<file path="src/rtl/apb_bridge_pkg.sv">
`default_nettype none

package apb_bridge_pkg;

    // APB bus widths
    localparam int ADDR_W = 12;
    localparam int DATA_W = 32;
    localparam int STRB_W = 4;
    localparam int PROT_W = 3;

    // Command packet, top bit down: write, prot, strb, addr, wdata
    localparam int CMD_W         = 1 + PROT_W + STRB_W + ADDR_W + DATA_W;
    localparam int CMD_WDATA_LSB = 0;
    localparam int CMD_ADDR_LSB  = CMD_WDATA_LSB + DATA_W;
    localparam int CMD_STRB_LSB  = CMD_ADDR_LSB + ADDR_W;
    localparam int CMD_PROT_LSB  = CMD_STRB_LSB + STRB_W;
    localparam int CMD_WRITE_BIT = CMD_PROT_LSB + PROT_W;

    // Response packet is {pslverr, prdata}
    localparam int RSP_W       = DATA_W + 1;
    localparam int RSP_ERR_BIT = DATA_W;

    localparam int CMD_DEPTH = 4;
    localparam int RSP_DEPTH = 4;

    // Register bank
    localparam int REG_COUNT   = 16;
    localparam int REG_IDX_LSB = 2;

    // Read-only word at register 0
    localparam logic [DATA_W-1:0] ID_VALUE = 32'h4150_4231;

endpackage

`default_nettype wire

</file>
<file path="src/rtl/sync_fifo.sv">
`default_nettype none

module sync_fifo #(
    parameter int WIDTH = 8,
    parameter int DEPTH = 4
) (
    input  wire              aclk,
    input  wire              aresetn,

    input  wire              i_wr_valid,
    output logic             o_wr_ready,
    input  wire [WIDTH-1:0]  i_wr_data,

    output logic             o_rd_valid,
    input  wire              i_rd_ready,
    output logic [WIDTH-1:0] o_rd_data
);

    localparam int PTR_W = (DEPTH > 1) ? $clog2(DEPTH) : 1;
    localparam int CNT_W = $clog2(DEPTH + 1);

    logic [WIDTH-1:0] r_mem [DEPTH];
    logic [PTR_W-1:0] r_wr_ptr;
    logic [PTR_W-1:0] r_rd_ptr;
    logic [CNT_W-1:0] r_count;
    logic             w_push;
    logic             w_pop;

    assign o_wr_ready = (r_count != CNT_W'(DEPTH));
    assign o_rd_valid = (r_count != '0);
    assign o_rd_data  = r_mem[r_rd_ptr];

    assign w_push = i_wr_valid && o_wr_ready;
    assign w_pop  = o_rd_valid && i_rd_ready;

    // Storage only, no reset needed on the payload
    always_ff @(posedge aclk) begin
        if (w_push) begin
            r_mem[r_wr_ptr] <= i_wr_data;
        end
    end

    // Pointers wrap at DEPTH, which need not be a power of two
    always_ff @(posedge aclk or negedge aresetn) begin
        if (!aresetn) begin
            r_wr_ptr <= '0;
            r_rd_ptr <= '0;
        end else begin
            if (w_push) begin
                if (r_wr_ptr == PTR_W'(DEPTH - 1)) begin
                    r_wr_ptr <= '0;
                end else begin
                    r_wr_ptr <= r_wr_ptr + 1'b1;
                end
            end
            if (w_pop) begin
                if (r_rd_ptr == PTR_W'(DEPTH - 1)) begin
                    r_rd_ptr <= '0;
                end else begin
                    r_rd_ptr <= r_rd_ptr + 1'b1;
                end
            end
        end
    end

    always_ff @(posedge aclk or negedge aresetn) begin
        if (!aresetn) begin
            r_count <= '0;
        end else begin
            case ({w_push, w_pop})
                2'b10:   r_count <= r_count + 1'b1;
                2'b01:   r_count <= r_count - 1'b1;
                default: r_count <= r_count;
            endcase
        end
    end

endmodule

`default_nettype wire

</file>
<file path="src/rtl/apb_master.sv">
`default_nettype none

module apb_master (
    input  wire                                 aclk,
    input  wire                                 aresetn,

    // Command port
    input  wire                                 i_cmd_valid,
    output logic                                o_cmd_ready,
    input  wire [apb_bridge_pkg::CMD_W-1:0]     i_cmd_data,

    // Read response port
    output logic                                o_rsp_valid,
    input  wire                                 i_rsp_ready,
    output logic [apb_bridge_pkg::RSP_W-1:0]    o_rsp_data,

    // APB master side
    output logic                                o_psel,
    output logic                                o_penable,
    output logic                                o_pwrite,
    output logic [apb_bridge_pkg::ADDR_W-1:0]   o_paddr,
    output logic [apb_bridge_pkg::DATA_W-1:0]   o_pwdata,
    output logic [apb_bridge_pkg::STRB_W-1:0]   o_pstrb,
    output logic [apb_bridge_pkg::PROT_W-1:0]   o_pprot,
    input  wire [apb_bridge_pkg::DATA_W-1:0]    i_prdata,
    input  wire                                 i_pready,
    input  wire                                 i_pslverr
);

    logic                                         w_cmd_rd_valid;
    logic                                         w_cmd_rd_ready;
    logic [apb_bridge_pkg::CMD_W-1:0]             w_cmd_rd_data;
    logic                                         w_rsp_wr_valid;
    logic                                         w_rsp_wr_ready;
    logic [apb_bridge_pkg::RSP_W-1:0]             w_rsp_wr_data;

    logic [apb_bridge_pkg::CMD_W-1:0]             r_cmd;
    logic                                         r_psel;
    logic                                         r_penable;
    logic [$clog2(apb_bridge_pkg::RSP_DEPTH+1)-1:0] r_rsp_used;

    logic                                         w_head_write;
    logic                                         w_read_ok;
    logic                                         w_done;
    logic                                         w_pop;
    logic                                         w_take_read;
    logic                                         w_rsp_out;

    sync_fifo #(
        .WIDTH (apb_bridge_pkg::CMD_W),
        .DEPTH (apb_bridge_pkg::CMD_DEPTH)
    ) u_cmd_fifo (
        .aclk       (aclk),
        .aresetn    (aresetn),
        .i_wr_valid (i_cmd_valid),
        .o_wr_ready (o_cmd_ready),
        .i_wr_data  (i_cmd_data),
        .o_rd_valid (w_cmd_rd_valid),
        .i_rd_ready (w_cmd_rd_ready),
        .o_rd_data  (w_cmd_rd_data)
    );

    sync_fifo #(
        .WIDTH (apb_bridge_pkg::RSP_W),
        .DEPTH (apb_bridge_pkg::RSP_DEPTH)
    ) u_rsp_fifo (
        .aclk       (aclk),
        .aresetn    (aresetn),
        .i_wr_valid (w_rsp_wr_valid),
        .o_wr_ready (w_rsp_wr_ready),
        .i_wr_data  (w_rsp_wr_data),
        .o_rd_valid (o_rsp_valid),
        .i_rd_ready (i_rsp_ready),
        .o_rd_data  (o_rsp_data)
    );

    // State is carried by psel/penable: 00 IDLE, 10 SETUP, 11 ACCESS
    assign w_done       = r_psel && r_penable && i_pready;
    assign w_head_write = w_cmd_rd_data[apb_bridge_pkg::CMD_WRITE_BIT];

    // A read needs a response slot that no earlier read has claimed
    assign w_read_ok    = w_rsp_wr_ready &&
                          (r_rsp_used != apb_bridge_pkg::RSP_DEPTH);

    assign w_cmd_rd_ready = (!r_psel || w_done) && (w_head_write || w_read_ok);
    assign w_pop          = w_cmd_rd_valid && w_cmd_rd_ready;
    assign w_take_read    = w_pop && !w_head_write;
    assign w_rsp_out      = o_rsp_valid && i_rsp_ready;

    always_ff @(posedge aclk or negedge aresetn) begin
        if (!aresetn) begin
            r_psel    <= 1'b0;
            r_penable <= 1'b0;
        end else if (w_pop) begin
            r_psel    <= 1'b1;
            r_penable <= 1'b0;
        end else if (r_psel && !r_penable) begin
            r_penable <= 1'b1;
        end else if (w_done) begin
            r_psel    <= 1'b0;
            r_penable <= 1'b0;
        end
    end

    // Held from setup until the end of access
    always_ff @(posedge aclk) begin
        if (w_pop) begin
            r_cmd <= w_cmd_rd_data;
        end
    end

    // Slots claimed by reads in flight or waiting in the response FIFO
    always_ff @(posedge aclk or negedge aresetn) begin
        if (!aresetn) begin
            r_rsp_used <= '0;
        end else begin
            case ({w_take_read, w_rsp_out})
                2'b10:   r_rsp_used <= r_rsp_used + 1'b1;
                2'b01:   r_rsp_used <= r_rsp_used - 1'b1;
                default: r_rsp_used <= r_rsp_used;
            endcase
        end
    end

    // Only reads report back; write errors are dropped
    assign w_rsp_wr_valid = w_done && !r_cmd[apb_bridge_pkg::CMD_WRITE_BIT];
    assign w_rsp_wr_data  = {i_pslverr, i_prdata};

    assign o_psel    = r_psel;
    assign o_penable = r_penable;
    assign o_pwrite  = r_cmd[apb_bridge_pkg::CMD_WRITE_BIT];
    assign o_paddr   = r_cmd[apb_bridge_pkg::CMD_ADDR_LSB +: apb_bridge_pkg::ADDR_W];
    assign o_pwdata  = r_cmd[apb_bridge_pkg::CMD_WDATA_LSB +: apb_bridge_pkg::DATA_W];
    assign o_pstrb   = r_cmd[apb_bridge_pkg::CMD_STRB_LSB +: apb_bridge_pkg::STRB_W];
    assign o_pprot   = r_cmd[apb_bridge_pkg::CMD_PROT_LSB +: apb_bridge_pkg::PROT_W];

endmodule

`default_nettype wire

</file>
<file path="src/rtl/apb_reg_slave.sv">
`default_nettype none

module apb_reg_slave (
    input  wire                                 aclk,
    input  wire                                 aresetn,

    input  wire                                 i_psel,
    input  wire                                 i_penable,
    input  wire                                 i_pwrite,
    input  wire [apb_bridge_pkg::ADDR_W-1:0]    i_paddr,
    input  wire [apb_bridge_pkg::DATA_W-1:0]    i_pwdata,
    input  wire [apb_bridge_pkg::STRB_W-1:0]    i_pstrb,
    // Protection is accepted but not decoded
    input  wire [apb_bridge_pkg::PROT_W-1:0]    i_pprot,

    output logic [apb_bridge_pkg::DATA_W-1:0]   o_prdata,
    output logic                                o_pready,
    output logic                                o_pslverr
);

    logic [apb_bridge_pkg::DATA_W-1:0]            r_regs [apb_bridge_pkg::REG_COUNT];
    logic [1:0]                                   r_wait;
    logic [$clog2(apb_bridge_pkg::REG_COUNT)-1:0] w_idx;
    logic                                         w_setup;
    logic                                         w_access;
    logic                                         w_done;
    logic                                         w_oor;
    logic                                         w_wr_en;

    assign w_setup  = i_psel && !i_penable;
    assign w_access = i_psel && i_penable;
    assign w_done   = w_access && (r_wait == 2'd0);

    // Index from bits 5:2, byte offset bits ignored
    assign w_idx = i_paddr[apb_bridge_pkg::REG_IDX_LSB +: $clog2(apb_bridge_pkg::REG_COUNT)];

    // Anything above the index field is outside the bank
    assign w_oor = (i_paddr >> (apb_bridge_pkg::REG_IDX_LSB +
                                $clog2(apb_bridge_pkg::REG_COUNT))) != '0;

    // Register 0 is the ID word and never takes a write
    assign w_wr_en = w_done && i_pwrite && !w_oor && (w_idx != '0);

    // Wait states taken from address bits 3:2
    always_ff @(posedge aclk or negedge aresetn) begin
        if (!aresetn) begin
            r_wait <= 2'd0;
        end else if (w_setup) begin
            r_wait <= i_paddr[apb_bridge_pkg::REG_IDX_LSB +: 2];
        end else if (w_access && (r_wait != 2'd0)) begin
            r_wait <= r_wait - 1'b1;
        end
    end

    always_ff @(posedge aclk or negedge aresetn) begin
        if (!aresetn) begin
            for (int i = 0; i < apb_bridge_pkg::REG_COUNT; i++) begin
                if (i == 0) begin
                    r_regs[i] <= apb_bridge_pkg::ID_VALUE;
                end else begin
                    r_regs[i] <= '0;
                end
            end
        end else if (w_wr_en) begin
            for (int b = 0; b < apb_bridge_pkg::STRB_W; b++) begin
                if (i_pstrb[b]) begin
                    r_regs[w_idx][8*b +: 8] <= i_pwdata[8*b +: 8];
                end
            end
        end
    end

    // Read data follows the address; the master samples it at pready
    assign o_prdata  = w_oor ? '0 : r_regs[w_idx];
    assign o_pready  = w_done;
    assign o_pslverr = w_done && w_oor;

endmodule

`default_nettype wire

</file>
<file path="src/rtl/apb_bridge_top.sv">
`default_nettype none

module apb_bridge_top (
    input  wire                                 aclk,
    input  wire                                 aresetn,

    input  wire                                 i_cmd_valid,
    output logic                                o_cmd_ready,
    input  wire [apb_bridge_pkg::CMD_W-1:0]     i_cmd_data,

    output logic                                o_rsp_valid,
    input  wire                                 i_rsp_ready,
    output logic [apb_bridge_pkg::RSP_W-1:0]    o_rsp_data,

    // Bus monitor taps
    output logic                                o_apb_psel,
    output logic                                o_apb_penable,
    output logic                                o_apb_pwrite,
    output logic [apb_bridge_pkg::ADDR_W-1:0]   o_apb_paddr
);

    logic [apb_bridge_pkg::DATA_W-1:0] w_pwdata;
    logic [apb_bridge_pkg::STRB_W-1:0] w_pstrb;
    logic [apb_bridge_pkg::PROT_W-1:0] w_pprot;
    logic [apb_bridge_pkg::DATA_W-1:0] w_prdata;
    logic                              w_pready;
    logic                              w_pslverr;

    apb_master u_master (
        .aclk        (aclk),
        .aresetn     (aresetn),
        .i_cmd_valid (i_cmd_valid),
        .o_cmd_ready (o_cmd_ready),
        .i_cmd_data  (i_cmd_data),
        .o_rsp_valid (o_rsp_valid),
        .i_rsp_ready (i_rsp_ready),
        .o_rsp_data  (o_rsp_data),
        .o_psel      (o_apb_psel),
        .o_penable   (o_apb_penable),
        .o_pwrite    (o_apb_pwrite),
        .o_paddr     (o_apb_paddr),
        .o_pwdata    (w_pwdata),
        .o_pstrb     (w_pstrb),
        .o_pprot     (w_pprot),
        .i_prdata    (w_prdata),
        .i_pready    (w_pready),
        .i_pslverr   (w_pslverr)
    );

    apb_reg_slave u_slave (
        .aclk      (aclk),
        .aresetn   (aresetn),
        .i_psel    (o_apb_psel),
        .i_penable (o_apb_penable),
        .i_pwrite  (o_apb_pwrite),
        .i_paddr   (o_apb_paddr),
        .i_pwdata  (w_pwdata),
        .i_pstrb   (w_pstrb),
        .i_pprot   (w_pprot),
        .o_prdata  (w_prdata),
        .o_pready  (w_pready),
        .o_pslverr (w_pslverr)
    );

endmodule

`default_nettype wire

</file>
<file path="config.mk">
export PLATFORM = sky130hd
export DESIGN_NAME = apb_bridge_top
export DESIGN_NICKNAME = d
export VERILOG_FILES = /design/src/rtl/apb_bridge_pkg.sv /design/src/rtl/sync_fifo.sv /design/src/rtl/apb_master.sv /design/src/rtl/apb_reg_slave.sv /design/src/rtl/apb_bridge_top.sv
export SDC_FILE = /design/constraint.sdc
export NUM_CORES = 1
export LEC_CHECK = 0
export BUFFER_PORTS_ARGS = -buffer_cell sky130_fd_sc_hd__clkbuf_2
export CORE_ASPECT_RATIO = 1.4
export CORE_MARGIN = 5
export CORE_UTILIZATION = 46
export DETAILED_ROUTE_END_ITERATION = 6
export PLACE_DENSITY = 0.59
export SETUP_SLACK_MARGIN = 0.5
export SLEW_MARGIN = 10
export SYNTH_ARGS = -nofsm -noshare
export SYNTH_HDL_FRONTEND = slang
export SYNTH_SLANG_ARGS = --single-unit
</file>
<file path="constraint.sdc">
create_clock -name aclk -period 8.2 [get_ports aclk]
set_input_delay 0.82 -clock aclk [delete_from_list [all_inputs] [get_ports aclk]]
set_output_delay 0.82 -clock aclk [all_outputs]
set_load 0.005 [all_outputs]
</file>
== Yosys cells after proc, flatten, opt, wreduce, memory -nomap -nowiden ==
Memory sizes are Yosys's and may differ from the RTL's.
Index checks and enable logic that the tools add are counted.
Operators by class
  $lt $le $gt $ge: 2
  reduce and logical (&&, ||, !) cells: 38
  equality and inequality tests: 14
  bitwise logic cells: 1
  muxes and demuxes: 41
  add/sub/neg operators: 11
Operators by type and width (count)
  $mux W512: 7
  $bwmux W512: 4
  $demux W32 S4: 4
  $bmux W32 S4: 1
  $mux W32: 4
  $mux W24: 1
  $logic_and A1 B1 Y1: 18
  $pmux W3 S2: 3
  $mux W16: 1
  $eq A2 B2 Y1 const B: 7
  $mux W2: 6
  $reduce_bool A12 Y1: 1
  $reduce_bool A2 Y1: 6
  $add A3 B1 Y3 const B: 3
  $mux W1: 9
  $ne A3 B3 Y1 const B: 3
  $reduce_bool A3 Y1: 3
  $sub A3 B1 Y3 const B: 3
  $add A2 B1 Y2 const B: 4
  $mux W8: 1
  $eq A2 B1 Y1 const B: 3
  $ge A5 B5 Y1 const B: 1
  $logic_not A1 Y1: 5
  $lt A5 B1 Y1 const B: 1
  7 further kinds: 8
Storage, ports and cells
  input bits: 56
  memories kept: 2
  register bits: 585
  RAM bits: 340
Memories
  u_master.u_cmd_fifo.r_mem: words 4, bits a word 52, rd ports 1, clocked after Yosys merged registers in 0, write ports 1, RTL line sync_fifo.sv:22  | logic [WIDTH-1:0] r_mem [DEPTH];
  u_master.u_rsp_fifo.r_mem: words 4, bits a word 33, rd ports 1, clocked after Yosys merged registers in 0, write ports 1, RTL line sync_fifo.sv:22

== Longest topological paths before layout ==
Gate-level depths: netlist of run 1.
  depth after elaboration: 16
  depth in mapped cells: 11

== Modules after synthesis ==
Synthesis of run 1 repeated with hierarchy kept, for this count alone.
Unflattened totals
  cells, all modules: 2086
  area, all modules: 38758.4 µm²
Modules (own cells, without submodules)
  apb_reg_slave: area each 23757.8 µm², seq. area each 12873.6 µm², cells an instance 1483, instances 1
  sync_fifo (u_master.u_cmd_fifo): area each 7942.6 µm², seq. area each 6421.2 µm², cells an instance 312, instances 1
  sync_fifo (u_master.u_rsp_fifo): area each 5210.0 µm², seq. area each 4139.0 µm², cells an instance 213, instances 1
  apb_master: area each 1848.0 µm², seq. area each 1686.6 µm², cells an instance 78, instances 1

== Least setup slack after synthesis of run 1 ==
Ideal clock, no wire load.
  kind: register -> register
  start: register u_slave.r_wait[0]
  end: register u_master.u_cmd_fifo.r_count[2]
  setup time: 0.079 ns
  path slack: 4.671 ns
  path buffers: 0
  cell stages (with the launch flop): 12
  arrival: 3.450 ns
  cells stage by stage: dfrtp_1 inv_1 ha_1 a21boi_0 nor2_1 o21a_1 ha_1 inv_1 fa_1 xor2_1 nor2_1 xor2_1
Between the ends
  word-level cells in the longest chain between the ends: 8
  elaborated cells between the ends (all ways): 10
  classes of those cells: eq/ne (2); mux (1); reduce/logical (7)
Ends and longest elaborated chain
  start: declaration: RTL line apb_reg_slave.sv:22  | logic [1:0] r_wait;
  start signal: assignment: RTL line apb_reg_slave.sv:49  | r_wait <= i_paddr[apb_bridge_pkg::REG_IDX_LSB +: 2];
  start signal: assignment: RTL line apb_reg_slave.sv:51  | r_wait <= r_wait - 1'b1;
  $logic_not A2 Y1 (*): RTL line apb_reg_slave.sv:32  | assign w_done = w_access && (r_wait == 2'd0);
  $logic_and A1 B1 Y1 (*): RTL line apb_reg_slave.sv:32
  $logic_and A1 B1 Y1 (*): RTL line apb_master.sv:78  | assign w_done = r_psel && r_penable && i_pready;
  $logic_or A1 B1 Y1 (*): RTL line apb_master.sv:85  | assign w_cmd_rd_ready = (!r_psel || w_done) && (w_head_write || w_read_ok);
  $logic_and A1 B1 Y1 (*): RTL line apb_master.sv:85
  $logic_and A1 B1 Y1 (*): RTL line sync_fifo.sv:34  | assign w_pop = o_rd_valid && i_rd_ready;
  net u_master.u_cmd_fifo.w_pop: RTL line sync_fifo.sv:27  | logic w_pop;
  $eq A2 B1 Y1 / $eq A2 B2 Y1 (equally long branches): RTL line sync_fifo.sv:70  | case ({w_push, w_pop})
  $pmux W3 S2 / $reduce_bool A2 Y1 (equally long branches)
  end signal: assignment: RTL line sync_fifo.sv:71  | 2'b10: r_count <= r_count + 1'b1;
  end signal: assignment: RTL line sync_fifo.sv:72  | 2'b01: r_count <= r_count - 1'b1;
  end signal: assignment: RTL line sync_fifo.sv:73  | default: r_count <= r_count;
  end: declaration: RTL line sync_fifo.sv:25  | logic [CNT_W-1:0] r_count;
The timed path passes the listed nets; every way through them passes the cells marked *.
A chain may end at the register's enable or synchronous reset.

== Final worst setup path of run 1 ==
  start: register u_master.r_cmd[37] (netlist name)
  end: register u_slave.r_regs[200] (netlist name)
Between the ends
  word-level cells in the longest chain between the ends: 13
  elaborated cells between the ends (all ways): 22
  classes of those cells: order compare (2); mux (16); bitwise (1); reduce/logical (3)
Ends and longest elaborated chain
  start: declaration: RTL line apb_master.sv:37  | logic [apb_bridge_pkg::CMD_W-1:0] r_cmd;
  start signal: assignment: RTL line apb_master.sv:108  | r_cmd <= w_cmd_rd_data;
  $not A4 Y5 (not written as such): RTL line apb_reg_slave.sv:67  | r_regs[w_idx][8*b +: 8] <= i_pwdata[8*b +: 8];
  $ge A5 B5 Y1 (not written as such), or another cell as far along: RTL line apb_reg_slave.sv:67
  $logic_and A1 B1 Y1 (not written as such) / $bwmux W512 (equally long branches): RTL line apb_reg_slave.sv:67
  $mux W16 (not written as such) / $mux W512 (equally long branches): RTL line apb_reg_slave.sv:67, apb_reg_slave.sv:66
  $demux W32 S4 / $mux W512 (equally long branches): RTL line apb_reg_slave.sv:67, apb_reg_slave.sv:64
  $bwmux W512: RTL line apb_reg_slave.sv:67
  $mux W512: RTL line apb_reg_slave.sv:66  | if (i_pstrb[b]) begin
  $mux W512: RTL line apb_reg_slave.sv:64  | end else if (w_wr_en) begin
  $bwmux W512: RTL line apb_reg_slave.sv:67
  $mux W512: RTL line apb_reg_slave.sv:66
  $mux W512: RTL line apb_reg_slave.sv:64
  $bwmux W512: RTL line apb_reg_slave.sv:67
  $mux W512: RTL line apb_reg_slave.sv:66
  end signal: indexed assignment: RTL line apb_reg_slave.sv:59  | r_regs[i] <= apb_bridge_pkg::ID_VALUE;
  end signal: indexed assignment: RTL line apb_reg_slave.sv:67
  end: declaration: RTL line apb_reg_slave.sv:21  | logic [apb_bridge_pkg::DATA_W-1:0] r_regs [apb_bridge_pkg::REG_COUNT];
Parallel ways exist; a longest one is shown, timed or not. The select of a mux whose other input is x is not followed.

==> reports/qor.txt, run 1 <==
Final #Nets: 2185
Total clock sinks: 910
Peak supply drop: 0.271 mV
Crit end category: register
Worst Setup SP: u_master.r_cmd[37]
TritonRoute pass-1 iters: 5
I/O Buffers: 102
Overflow left after global routing: 0
Critical Path Source Type: register
Final Hold Viols: 0
Max Slew Vio Count: 0
Largest net degree at the start of global routing: 151
Pint: 8640 uW
Crit-path slowest cell: nor2_1
CTS resizes: 0
Chip Height: 349 um
Post-synth EDFFs: 377
Post-synthesis async set-or-reset flop share: 58.6%
Crit Path Category: register to register
Slew @ Worst Pin: 1.08 ns
Crit path largest cell delay: 1.03 ns
Met1 wire length: 31700 um
GP Congestion: 0.748
Clock Latency Late Sink: 0.62 ns
Worst slack, placed: 4.36 ns
Hold Buf Count CTS: 0
Layout Utilization: 51.7%
Pwr dens: 292 nW/um^2
Mean routed wirelength per cell: 24.1 um
Worst Path Arrival: 4.23 ns
Max capacitance violation total: 0
Initial Util: 46.2%
Mapped Cells: 2043
Setup violators final: 0
Initial antenna violation count: 4
RSZ-0062 raised after global routing: false
Sw frac: 29.8%
Vias/cell: 5.67
Leakage: 0.0177 uW
Setup Buffers After CTS: 0
Final TNS setup: 0 ns
CORE AREA: 81500 sq um
# IOs: 106
Critical path's top delay family: simple AND/OR/NAND/NOR gates
Buf/Inv on CP: 1
Clock transition at the registers of the reported paths: 0.06 ns
Met2 WL post-DR: 41000 um
Global-route wire length before repair: 125000 um
Achievable frequency: 0.267 GHz
Site Rows: 124
Outcome: finished, final reports clean
Remaining antenna violation count: 0
Combinational share of power: 19.7%
Die ar.: 87800 sq um
Worst reg2reg path endpoint: u_slave.r_regs[200]
Synth-to-Final Area Change: 11.7%
Global Route Usage Sum: 18.3%
Sequential area share after synthesis: 65.5%
Synth warnings: 0
CTS buffer count: 86
Power share of the sequential group: 47.2%
Post-Layout Cell Count: 3251
Tmin final: 3.74 ns
Initial DRC Count: 1232
Main synth FF type: dfrtp_1
Top routing layer in use: met5
Dpl hpwl: 49500 um
Met3 routed WL: 3990 um
Critical Path, Cell by Cell: nor2b_2 > buf_4 > nand4_1 > nor2_1 > mux2_2
Clk_skew: 0.0196 ns
Root buffer selected by CTS: clkbuf_16
Rel. slew slack: 27.8%
Post-Synthesis Net Count: 2116
Worst Slack Setup Final: 4.46 ns
Residual DRC: 0
Synthesized area: 37700 sq um
Worst r2r src: u_master.r_cmd[37]
Placed cells: 3095
Clock group share of total power: 33.1%
Netlist cell types: 49
Via Count: 18400
Post-Synthesis Mean Instance Area: 18.4 sq um
CP max FO: 33
Fin crit share: 45.6%
Share of cells above drive strength 1: 47.5%
R2R cell count: 5
Sw power: 3660 uW
Worst min path class: primary input to async pin
Clock buffer depth: 3
Register-to-Register Setup Slack: 4.46 ns
H-tree level count: 3
Final WL: 78500 um
Die width: 252 um
Worst endpoint required time: 8.69 ns
Seq cells post-synth: 910
Vias in the first global route: 20700
CTS tree: yes
flip-flops by register name (all words and copies together), names as in the netlist:
name and count:
u_slave.r_regs 512, u_master.u_cmd_fifo.r_mem 196, u_master.u_rsp_fifo.r_mem 132, u_master.r_cmd 49, u_master.r_rsp_used 3, u_master.u_cmd_fifo.r_count 3
u_master.u_rsp_fifo.r_count 3, u_master.u_cmd_fifo.r_rd_ptr 2, u_master.u_cmd_fifo.r_wr_ptr 2, u_master.u_rsp_fifo.r_rd_ptr 2, u_master.u_rsp_fifo.r_wr_ptr 2, u_slave.r_wait 2
u_master.o_penable 1, u_master.o_psel 1
power by group through the flow:
stage	combinational [uW]	sequential, uW	clock (uW)
final	2420	5810	4070
after global routing	2640	5880	4390
after global placement	2460	5840	0
after floorplan	1840	5540	0
after CTS	2510	5800	4180
after detailed placement	2500	5890	0
cells by family (layout without fill, tap and decap cells):
group                    after synthesis  in the layout  share of synthesized area, %
flip-flops                           910            910                          65.5
multiplexers                         697            697                          27.3
buffers and inverters                164            300                          1.77
AND/OR/NAND/NOR                      136            136                          2.64
AO/OA/AOI/OAI                        110            110                          1.92
adder cells (fa/ha/maj)               17             17                         0.624
XOR/XNOR                               9              9                         0.209
other                                  0              1                             0
per-stage QoR:
stage          instance area [sq um]  hold WS (ns)  total power, uW
3_5_place_dp                   39200         0.357             8390
5_1_grt                        42100         0.265            12900
2_1_floorplan                  37700         0.425             7380
4_1_cts                        42100         0.226            12500
3_3_place_gp                   39200         0.356             8290
6_report                       42100         0.210            12300
synthesized netlist by cell type (all sizes together) (3+ instances only):
library cell	count	area share, %
dfrtp	524	35
mux2	486	15
edfxtp	377	30
mux4	210	13
clkbuf	104	1.0
a22oi	64	1.3
nor2	54	0.92
buf	44	0.57
a21oi	35	0.47
inv	16	0.16
nand2	15	0.15
nand3	15	0.32
ha	14	0.47
nand4	12	0.36
dfstp	9	0.63
and2	6	0.10
o21ai	6	0.080
nor4	5	0.26
or3b	5	0.12
xor2	5	0.12
and3	4	0.066
nor2b	4	0.066
xnor2	4	0.093
fa	3	0.16
nand2b	3	0.050
nand3b	3	0.060
nor3	3	0.040
worst max path at each step:
stage | cells after the start | slack [ns] | to
2_1_floorplan | 11 | 4.67 | u_master.u_cmd_fifo.r_count[2]
5_1_grt | 7 | 4.17 | u_slave.r_regs[320]
6_report | 5 | 4.46 | u_slave.r_regs[200]
3_5_place_dp | 7 | 4.36 | u_slave.r_regs[327]
4_1_cts | 7 | 4.34 | u_slave.r_regs[327]
3_3_place_gp | 7 | 4.45 | u_slave.r_regs[325]
placed cells by master (no fill, tap or decap), types with 14 or more instances in the layout:
cell type	netlist	routed
dfrtp_1	524	521
mux2_2	457	457
edfxtp_1	377	377
mux4_2	210	210
clkbuf_2	0	101
clkbuf_16	0	88
a22oi_1	64	64
a21oi_1	35	35
nor2_2	24	25
mux2_4	24	24
buf_4	3	23
nor2_1	19	18
clkbuf_1	104	18
clkinv_2	0	17
inv_1	16	16
nand2_1	15	15
ha_1	14	14
layer usage:
layer  GRT usage [%]  vias up
met4            5.21        2
met2            31.9      386
li1                -     8030
met5               0        -
met1            23.6     9907
met3            3.50      124
worst reg2reg max path, stage by stage (launching register included):
cell and delay (ns):
edfxtp_1 0.63, nor2b_2 0.23, buf_4 0.47, nand4_1 0.84, nor2_1 1.03, mux2_2 0.42
final cells by class:
type	count	area [sq um]
Fill cell	6605	39400
Clock inverter	39	472
Clock buffer	116	2410
Sequential cell	910	24700
Antenna cell	1	2.50
Multi-Input combinational cell	969	12400
Timing Repair Buffer	129	764
Tap cell	1071	1340
Inverter	16	60.1
Note: power is estimated with default switching activity, not from simulation.
==> inputs of run 2 (changes only) <==
- PLACE_DENSITY: 0.59 -> 0.61
- clock period: 8.2 -> 3.3 ns (I/O delays scaled with it)
==> run 2 against run 1 <==
  * Wire length down 0.62%
  * Clock skew up 0.0050 ns
  * Register-to-register slack worse by 3.8 ns
  * Sequential share of layout area down 1.2 points
  * Hold slack worse by 0.017 ns
  * Clock-buffer cell count up 6
  * Cell count up 2.3%
  * Critical path type is now register to output pin
  * Critical endpoint is now o_rsp_data[19]
  * Largest power group unchanged
==> reports/qor.txt, run 2 (synthesis results as in run 1) <==
Fillers: 6402 (was 6605)
Crit path largest cell delay: 0.66 ns (was 1.03 ns)
Crit Path Category: register to output pin (was register to register)
Final Hold Viols: 0 (unchanged)
Worst hold start: i_cmd_valid
Most common cell after layout, fill and taps aside: dfrtp_1 (unchanged)
Multi-input gate area: 12400 sq um (about the same)
Hold endpoint: u_master.u_cmd_fifo.r_wr_ptr[0]
Largest Register: u_slave.r_regs (unchanged)
Register Area: 24700 sq um (unchanged)
Worst reg2reg path endpoint: u_slave.r_regs[425] (was u_slave.r_regs[200])
Pint: 21700 uW (was 8640 uW)
Clock group share of total power: 32.9% (was 33.1%)
Final #Nets: 2259 (was 2185)
Setup violators final: 0 (unchanged)
Most frequent cells in the layout: 521 x dfrtp_1, 457 x mux2_2, 377 x edfxtp_1 (unchanged)
Dpl hpwl: 51300 um (was 49500 um)
Site Rows: 124 (unchanged)
Power share of the sequential group: 47.1% (was 47.2%)
Final WL: 78000 um (was 78500 um)
Crit-path slowest cell: dfrtp_2 (was nor2_1)
Clock transition at the registers of the reported paths: 0.06 ns (about the same)
Clock buffer depth: 3 (unchanged)
Vias in the first global route: 21000 (was 20700)
GP Congestion: 0.756 (was 0.748)
Residual DRC: 0 (unchanged)
CTS tree: yes (unchanged)
Mean routed wirelength per cell: 23.4 um (was 24.1 um)
Biggest regs: u_slave.r_regs x512, u_master.u_cmd_fifo.r_mem x196, u_master.u_rsp_fifo.r_mem x132 (unchanged)
Max reg flops: 512 (unchanged)
Synth-to-Final Area Change: 14.1% (was 11.7%)
Sw frac: 29.5% (was 29.8%)
Placed cells: 3120 (was 3095)
Clk_skew: 0.0246 ns (was 0.0196 ns)
Critical path's top delay family: flip-flops (was simple AND/OR/NAND/NOR gates)
Hold Slack: 0.192 ns (was 0.210 ns)
Rel. slew slack: 47.2% (was 27.8%)
RSZ-0062 raised after global routing: false (unchanged)
Max Slew Vio Count: 0 (unchanged)
Worst Path Arrival: 2.29 ns (was 4.23 ns)
Global Route Usage Sum: 18.1% (was 18.3%)
Critical Path Source Type: register (unchanged)
Buf/Inv on CP: 2 (was 1)
TritonRoute pass-1 iters: 4 (was 5)
Initial DRC Count: 1052 (was 1232)
Initial antenna violation count: 0 (was 4)
CTS buffer count: 84 (was 86)
Final TNS setup: 0 ns (unchanged)
Remaining antenna violation count: 0 (unchanged)
Via Count: 18500 (was 18400)
Global-route wire length before repair: 124000 um (was 125000 um)
Post-Layout Cell Count: 3327 (was 3251)
Clock Latency Late Sink: 0.64 ns (was 0.62 ns)
Register-to-Register Setup Slack: 0.69 ns (was 4.46 ns)
Worst endpoint required time: 2.97 ns (was 8.69 ns)
Fin crit share: 79.4%
Worst min path class: primary input to register (was primary input to async pin)
Peak supply drop: 0.549 mV (was 0.271 mV)
R2R cell count: 7 (was 5)
Die width: 252 um (unchanged)
Initial Util: 46.2% (unchanged)
Sw power: 9050 uW (was 3660 uW)
# IOs: 106 (unchanged)
Total clock sinks: 910 (unchanged)
Crit end category: output pin (was register)
CORE AREA: 81500 sq um (unchanged)
Placed Area: 39600 sq um (was 39200 sq um)
Achievable frequency: 0.382 GHz
Tmin final: 2.62 ns
Slew @ Worst Pin: 0.792 ns (was 1.08 ns)
CP max FO: 23 (was 33)
Max capacitance violation total: 0 (unchanged)
Total power: 30700 uW (was 12300 uW)
Pwr dens: 714 nW/um^2 (was 292 nW/um^2)
Outcome: finished, final reports clean (unchanged)
Share of cells above drive strength 1: 47.4% (was 47.5%)
Worst r2r src: u_slave.r_wait[0] (was u_master.r_cmd[37])
Critical Path, Cell by Cell: buf_12 > mux4_2 > clkbuf_2 (was nor2b_2 > buf_4 > nand4_1 > nor2_1 > mux2_2)
# diodes: 0 (was 1)
H-tree level count: 3 (unchanged)
Leakage: 0.0181 uW (was 0.0177 uW)
I/O Buffers: 102 (unchanged)
Vias/cell: 5.57 (was 5.67)
Design Area, Final: 43000 sq um (was 42100 sq um)
Combinational share of power: 20.0% (was 19.7%)
Chip Height: 349 um (unchanged)
Root buffer selected by CTS: clkbuf_16 (unchanged)
Hold path depth: 3
Largest net degree at the start of global routing: 117 (was 151)
Overflow left after global routing: 0 (unchanged)
Die ar.: 87800 sq um (unchanged)
run 2: cell types whose count changed in the layout (fill, tap and decap cells not counted), moves of 5 or more:
cell           before  now
dlygate4sd3_1       0   50
buf_12              3   17
clkinv_2           17   12
clkbuf_8           10   15
buf_4              23   36
run 2: final cells by class:
class	count	area share, %
clock inverters	34	0.928
multi-input cells	969	28.8
well taps	1071	3.12
clock buffers	122	5.83
repair buffers	205	3.80
inverters	16	0.140
flip-flops and latches	910	57.4
run 2: per-layer routing:
metal	vias to the layer above	wire length, um	global-route usage, %
met5	-	0	0
met4	0	1680	5.19
met3	111	3090	2.94
met2	316	41000	32.1
met1	9950	32200	23.4
li1	8170	-	-
run 2: worst max path at each step:
stage | from | end | slack, ns | cells after the start
final | u_master.u_rsp_fifo.r_rd_ptr[0] | o_rsp_data[19] | 0.68 | 3
after global placement | u_slave.r_wait[0] | u_slave.r_regs[401] | 0.53 | 7
after floorplan | u_slave.r_wait[0] | u_master.r_rsp_used[2] | 0.61 | 11
after detailed placement | u_slave.r_wait[0] | u_slave.r_regs[404] | 0.43 | 7
after global routing | u_master.u_rsp_fifo.r_rd_ptr[0] | o_rsp_data[19] | 0.52 | 3
after CTS | u_slave.r_wait[0] | u_slave.r_regs[401] | 0.53 | 7
run 2: repair_timing:
item                                    4_1_cts  5_1_grt
gates cloned                                  0        0
hold buffers                                 50        0
hold endpoints to repair                    261        0
endpoints found under the setup margin        8       41
pin swaps                                     1        0
setup buffers                                 1        0
gates resized for setup                       1        8
run 2: through the flow:
| stage | util (%) | setup slack, ns |
|---|---|---|
| finish | 52.8 | 0.680 |
| global route | 52.8 | 0.522 |
| CTS | 52.8 | 0.535 |
| detailed placement | 48.6 | 0.432 |
| global placement | 48.6 | 0.533 |
| floorplan | - | 0.605 |
run 2: tightest hold or removal path: cells and delay by family:
family                 cells  cell delay [ns]
AND/OR/NAND/NOR            1             0.18
buffers and inverters      1             0.11
multiplexers               1             0.16
run 2: power by group through the flow:
stage                     sequential [uW]  combinational (uW)  clock, uW
final                               14500                6130      10100
after global placement              14600                6170          0
after detailed placement            14700                6290          0
after floorplan                     13800                4580          0
after global routing                14700                6710      10800
after CTS                           14500                6350      10400
==> inputs of run 3 (changes only) <==
- clock period: 3.3 -> 2.3 ns (I/O delays scaled with it)
==> run 3 against run 2 <==
  * The flow now finishes with violations (setup timing)
  * Clock-buffer cell count is 19 lower
  * Die area did not move
  * Cell count is 6.0% higher
  * Global-route usage grew 1.4 points
  * Clock power increased by 41%
  * Non-clock buffer count grew 195
  * Via count grew 5.2%
  * Worst setup slack worse by 0.75 ns
==> reports/qor.txt, run 3 (synthesis results as in run 1) <==
# diodes: 0 (unchanged)
Fin crit share: 103%
Final #Nets: 2456 (was 2259)
Design Area, Final: 47700 sq um (was 43000 sq um)
Share of cells above drive strength 1: 55.5% (was 47.4%)
Max reg flops: 512 (unchanged)
Slew @ Worst Pin: 0.782 ns (was 0.792 ns)
Worst Setup SP: u_master.r_cmd[42] (was u_master.u_rsp_fifo.r_rd_ptr[0])
Met2 Usage GRT: 34.8% (was 32.1%)
Largest Register: u_slave.r_regs (unchanged)
Achievable frequency: 0.423 GHz
I/O Buffers: 102 (unchanged)
Initial DRC Count: 1046 (was 1052)
Die width: 252 um (unchanged)
Multi-input gate area: 14200 sq um (was 12400 sq um)
Crit path largest cell delay: 0.44 ns (was 0.66 ns)
Die ar.: 87800 sq um (unchanged)
Clock transition at the registers of the reported paths: 0.06 ns (about the same)
Initial antenna violation count: 0 (unchanged)
Mean routed wirelength per cell: 24.2 um (was 23.4 um)
CP max FO: 8 (was 23)
Register Area: 24700 sq um (unchanged)
Met3 Use GR: 2.81% (was 2.94%)
Clock Latency Late Sink: 0.65 ns (was 0.64 ns)
Crit Path Category: register to register (was register to output pin)
Final WL: 85500 um (was 78000 um)
Register-to-Register Setup Slack: -0.07 ns (was 0.69 ns)
RSZ-0062 raised after global routing: true (was false)
Worst hold start: i_cmd_valid (unchanged)
Fillers: 6022 (was 6402)
Total power: 47400 uW (was 30700 uW)
Most frequent cells in the layout: 521 x dfrtp_1, 377 x edfxtp_1, 331 x mux2_4 (was 521 x dfrtp_1, 457 x mux2_2, 377 x edfxtp_1)
Clock buffer depth: 3 (unchanged)
Pwr dens: 995 nW/um^2 (was 714 nW/um^2)
Worst endpoint required time: 2.82 ns (was 2.97 ns)
GP Congestion: 0.743 (was 0.756)
Remaining antenna violation count: 0 (unchanged)
Dpl hpwl: 54700 um (was 51300 um)
Total clock sinks: 910 (unchanged)
Largest net degree at the start of global routing: 61 (was 117)
Global-route wire length before repair: 133000 um (was 124000 um)
Initial Util: 46.2% (unchanged)
TritonRoute pass-1 iters: 4 (unchanged)
Chip Height: 349 um (unchanged)
Crit end category: register (was output pin)
Tmin final: 2.37 ns
Max capacitance violation total: 0 (unchanged)
Critical path's top delay family: buffers and inverters (was flip-flops)
Failing checks: setup timing
Crit-path slowest cell: edfxtp_1 (was dfrtp_2)
Setup violators final: 119 (was 0)
H-tree level count: 3 (unchanged)
Worst slack, placed: -0.143 ns (was 0.432 ns)
Max Slew Vio Count: 0 (unchanged)
Busiest layer in global routing: met2 (unchanged)
Synth-to-Final Area Change: 26.6% (was 14.1%)
Critical Path Source Type: register (unchanged)
Worst Slack Setup Final: -0.0653 ns (was 0.680 ns)
Residual DRC: 0 (unchanged)
Via Count: 19500 (was 18500)
Leakage: 0.0198 uW (was 0.0181 uW)
Buf/Inv on CP: 4 (was 2)
Global Route Usage Sum: 19.5% (was 18.1%)
Outcome: complete, but fails checks (was finished, final reports clean)
M1 GR Usage: 25.5% (was 23.4%)
Worst Path Arrival: 2.88 ns (was 2.29 ns)
Most frequent CP cell: buf_6
CTS buffer count: 86 (was 84)
Rel. slew slack: 47.9% (was 47.2%)
Final Hold Viols: 0 (unchanged)
Most common cell after layout, fill and taps aside: dfrtp_1 (unchanged)
Overflow left after global routing: 0 (unchanged)
Biggest regs: u_slave.r_regs x512, u_master.u_cmd_fifo.r_mem x196, u_master.u_rsp_fifo.r_mem x132 (unchanged)
Site Rows: 124 (unchanged)
Worst min path class: primary input to register (unchanged)
Vias/cell: 5.53 (was 5.57)
Worst r2r src: u_master.r_cmd[42] (was u_slave.r_wait[0])
Critical Path, Cell by Cell: buf_6 > nor4_4 > buf_4 > nand4_1 > buf_6 > nor2_4 > buf_12 > mux2_2 (was buf_12 > mux4_2 > clkbuf_2)
Vias in the first global route: 21900 (was 21000)
Peak supply drop: 0.800 mV (was 0.549 mV)
Root buffer selected by CTS: clkbuf_16 (unchanged)
CTS tree: yes (unchanged)
CORE AREA: 81500 sq um (unchanged)
Placed Area: 41900 sq um (was 39600 sq um)
Clk_skew: 0.0250 ns (was 0.0246 ns)
# IOs: 106 (unchanged)
-- run 3: cell count changes in the layout (fill, tap and decap cells not counted), sizes merged --
cell,change
buf,+192
clkinv,+20
clkbuf,-16
clkinvlp,+4
inv,+3
bufinv,-2
-- run 3: cell type report --
| type | count | share of cell area (%) |
|---|---|---|
| inverters | 16 | 0.126 |
| clock buffers | 103 | 4.87 |
| flip-flops and latches | 910 | 51.7 |
| repair buffers | 400 | 9.63 |
| multi-input cells | 969 | 29.8 |
| clock inverters | 59 | 1.05 |
| well taps | 1071 | 2.81 |
-- run 3: repair_timing --
action,CTS,global route
pin swaps,43,43
gates cloned,10,4
resized for setup,212,166
setup buffers,45,29
endpoints found under the hold margin,495,0
hold buffers,50,0
setup endpoints to repair,820,914
-- run 3: power breakdown --
part           leakage (uW)  switching, uW  internal [uW]
registers            0.0110           2030          18800
clock network       0.00136           6130           8030
logic               0.00752           6300           6150
-- run 3: worst register-to-register path, cell delays in order (launching register included) --
cell and delay, ns:
edfxtp_1 0.44, buf_6 0.15, nor4_4 0.37, buf_4 0.22
nand4_1 0.19, buf_6 0.26, nor2_4 0.14, buf_12 0.14
mux2_2 0.33
-- run 3: final timing paths --
path | endpoint | cells past startpoint
min in group asynchronous | u_slave.r_regs[134] | 2
worst min-delay path | u_master.u_cmd_fifo.r_wr_ptr[1] | 3
worst max register to register | u_slave.r_regs[314] | 8
max in group asynchronous | u_slave.r_regs[504] | 3
worst max-delay path | u_slave.r_regs[314] | 8
worst min register to register | u_slave.r_regs[484] | 0
-- run 3: routing by layer --
metal / vias up / share of wire (%)
met5: - / 0
met4: 0 / 1.6
met3: 100 / 3.1
met2: 298 / 53
met1: 10500 / 42
li1: 8584 / -
-- run 3: through the flow --
stage | TNS, ns | util (%) | hold WS, ns | std cells
3_5_place_dp | -12.37 | 51.4 | 0.202 | 3228
4_1_cts | -2.13 | 57.3 | 0.0434 | 3495
5_1_grt | -16.30 | 58.6 | 0.0781 | 3528
2_1_floorplan | -0.494 | - | -0.0656 | 2043
3_3_place_gp | -5.77 | 51.4 | 0.207 | 3228
6_report | -2.24 | 58.6 | 0.0991 | 3528
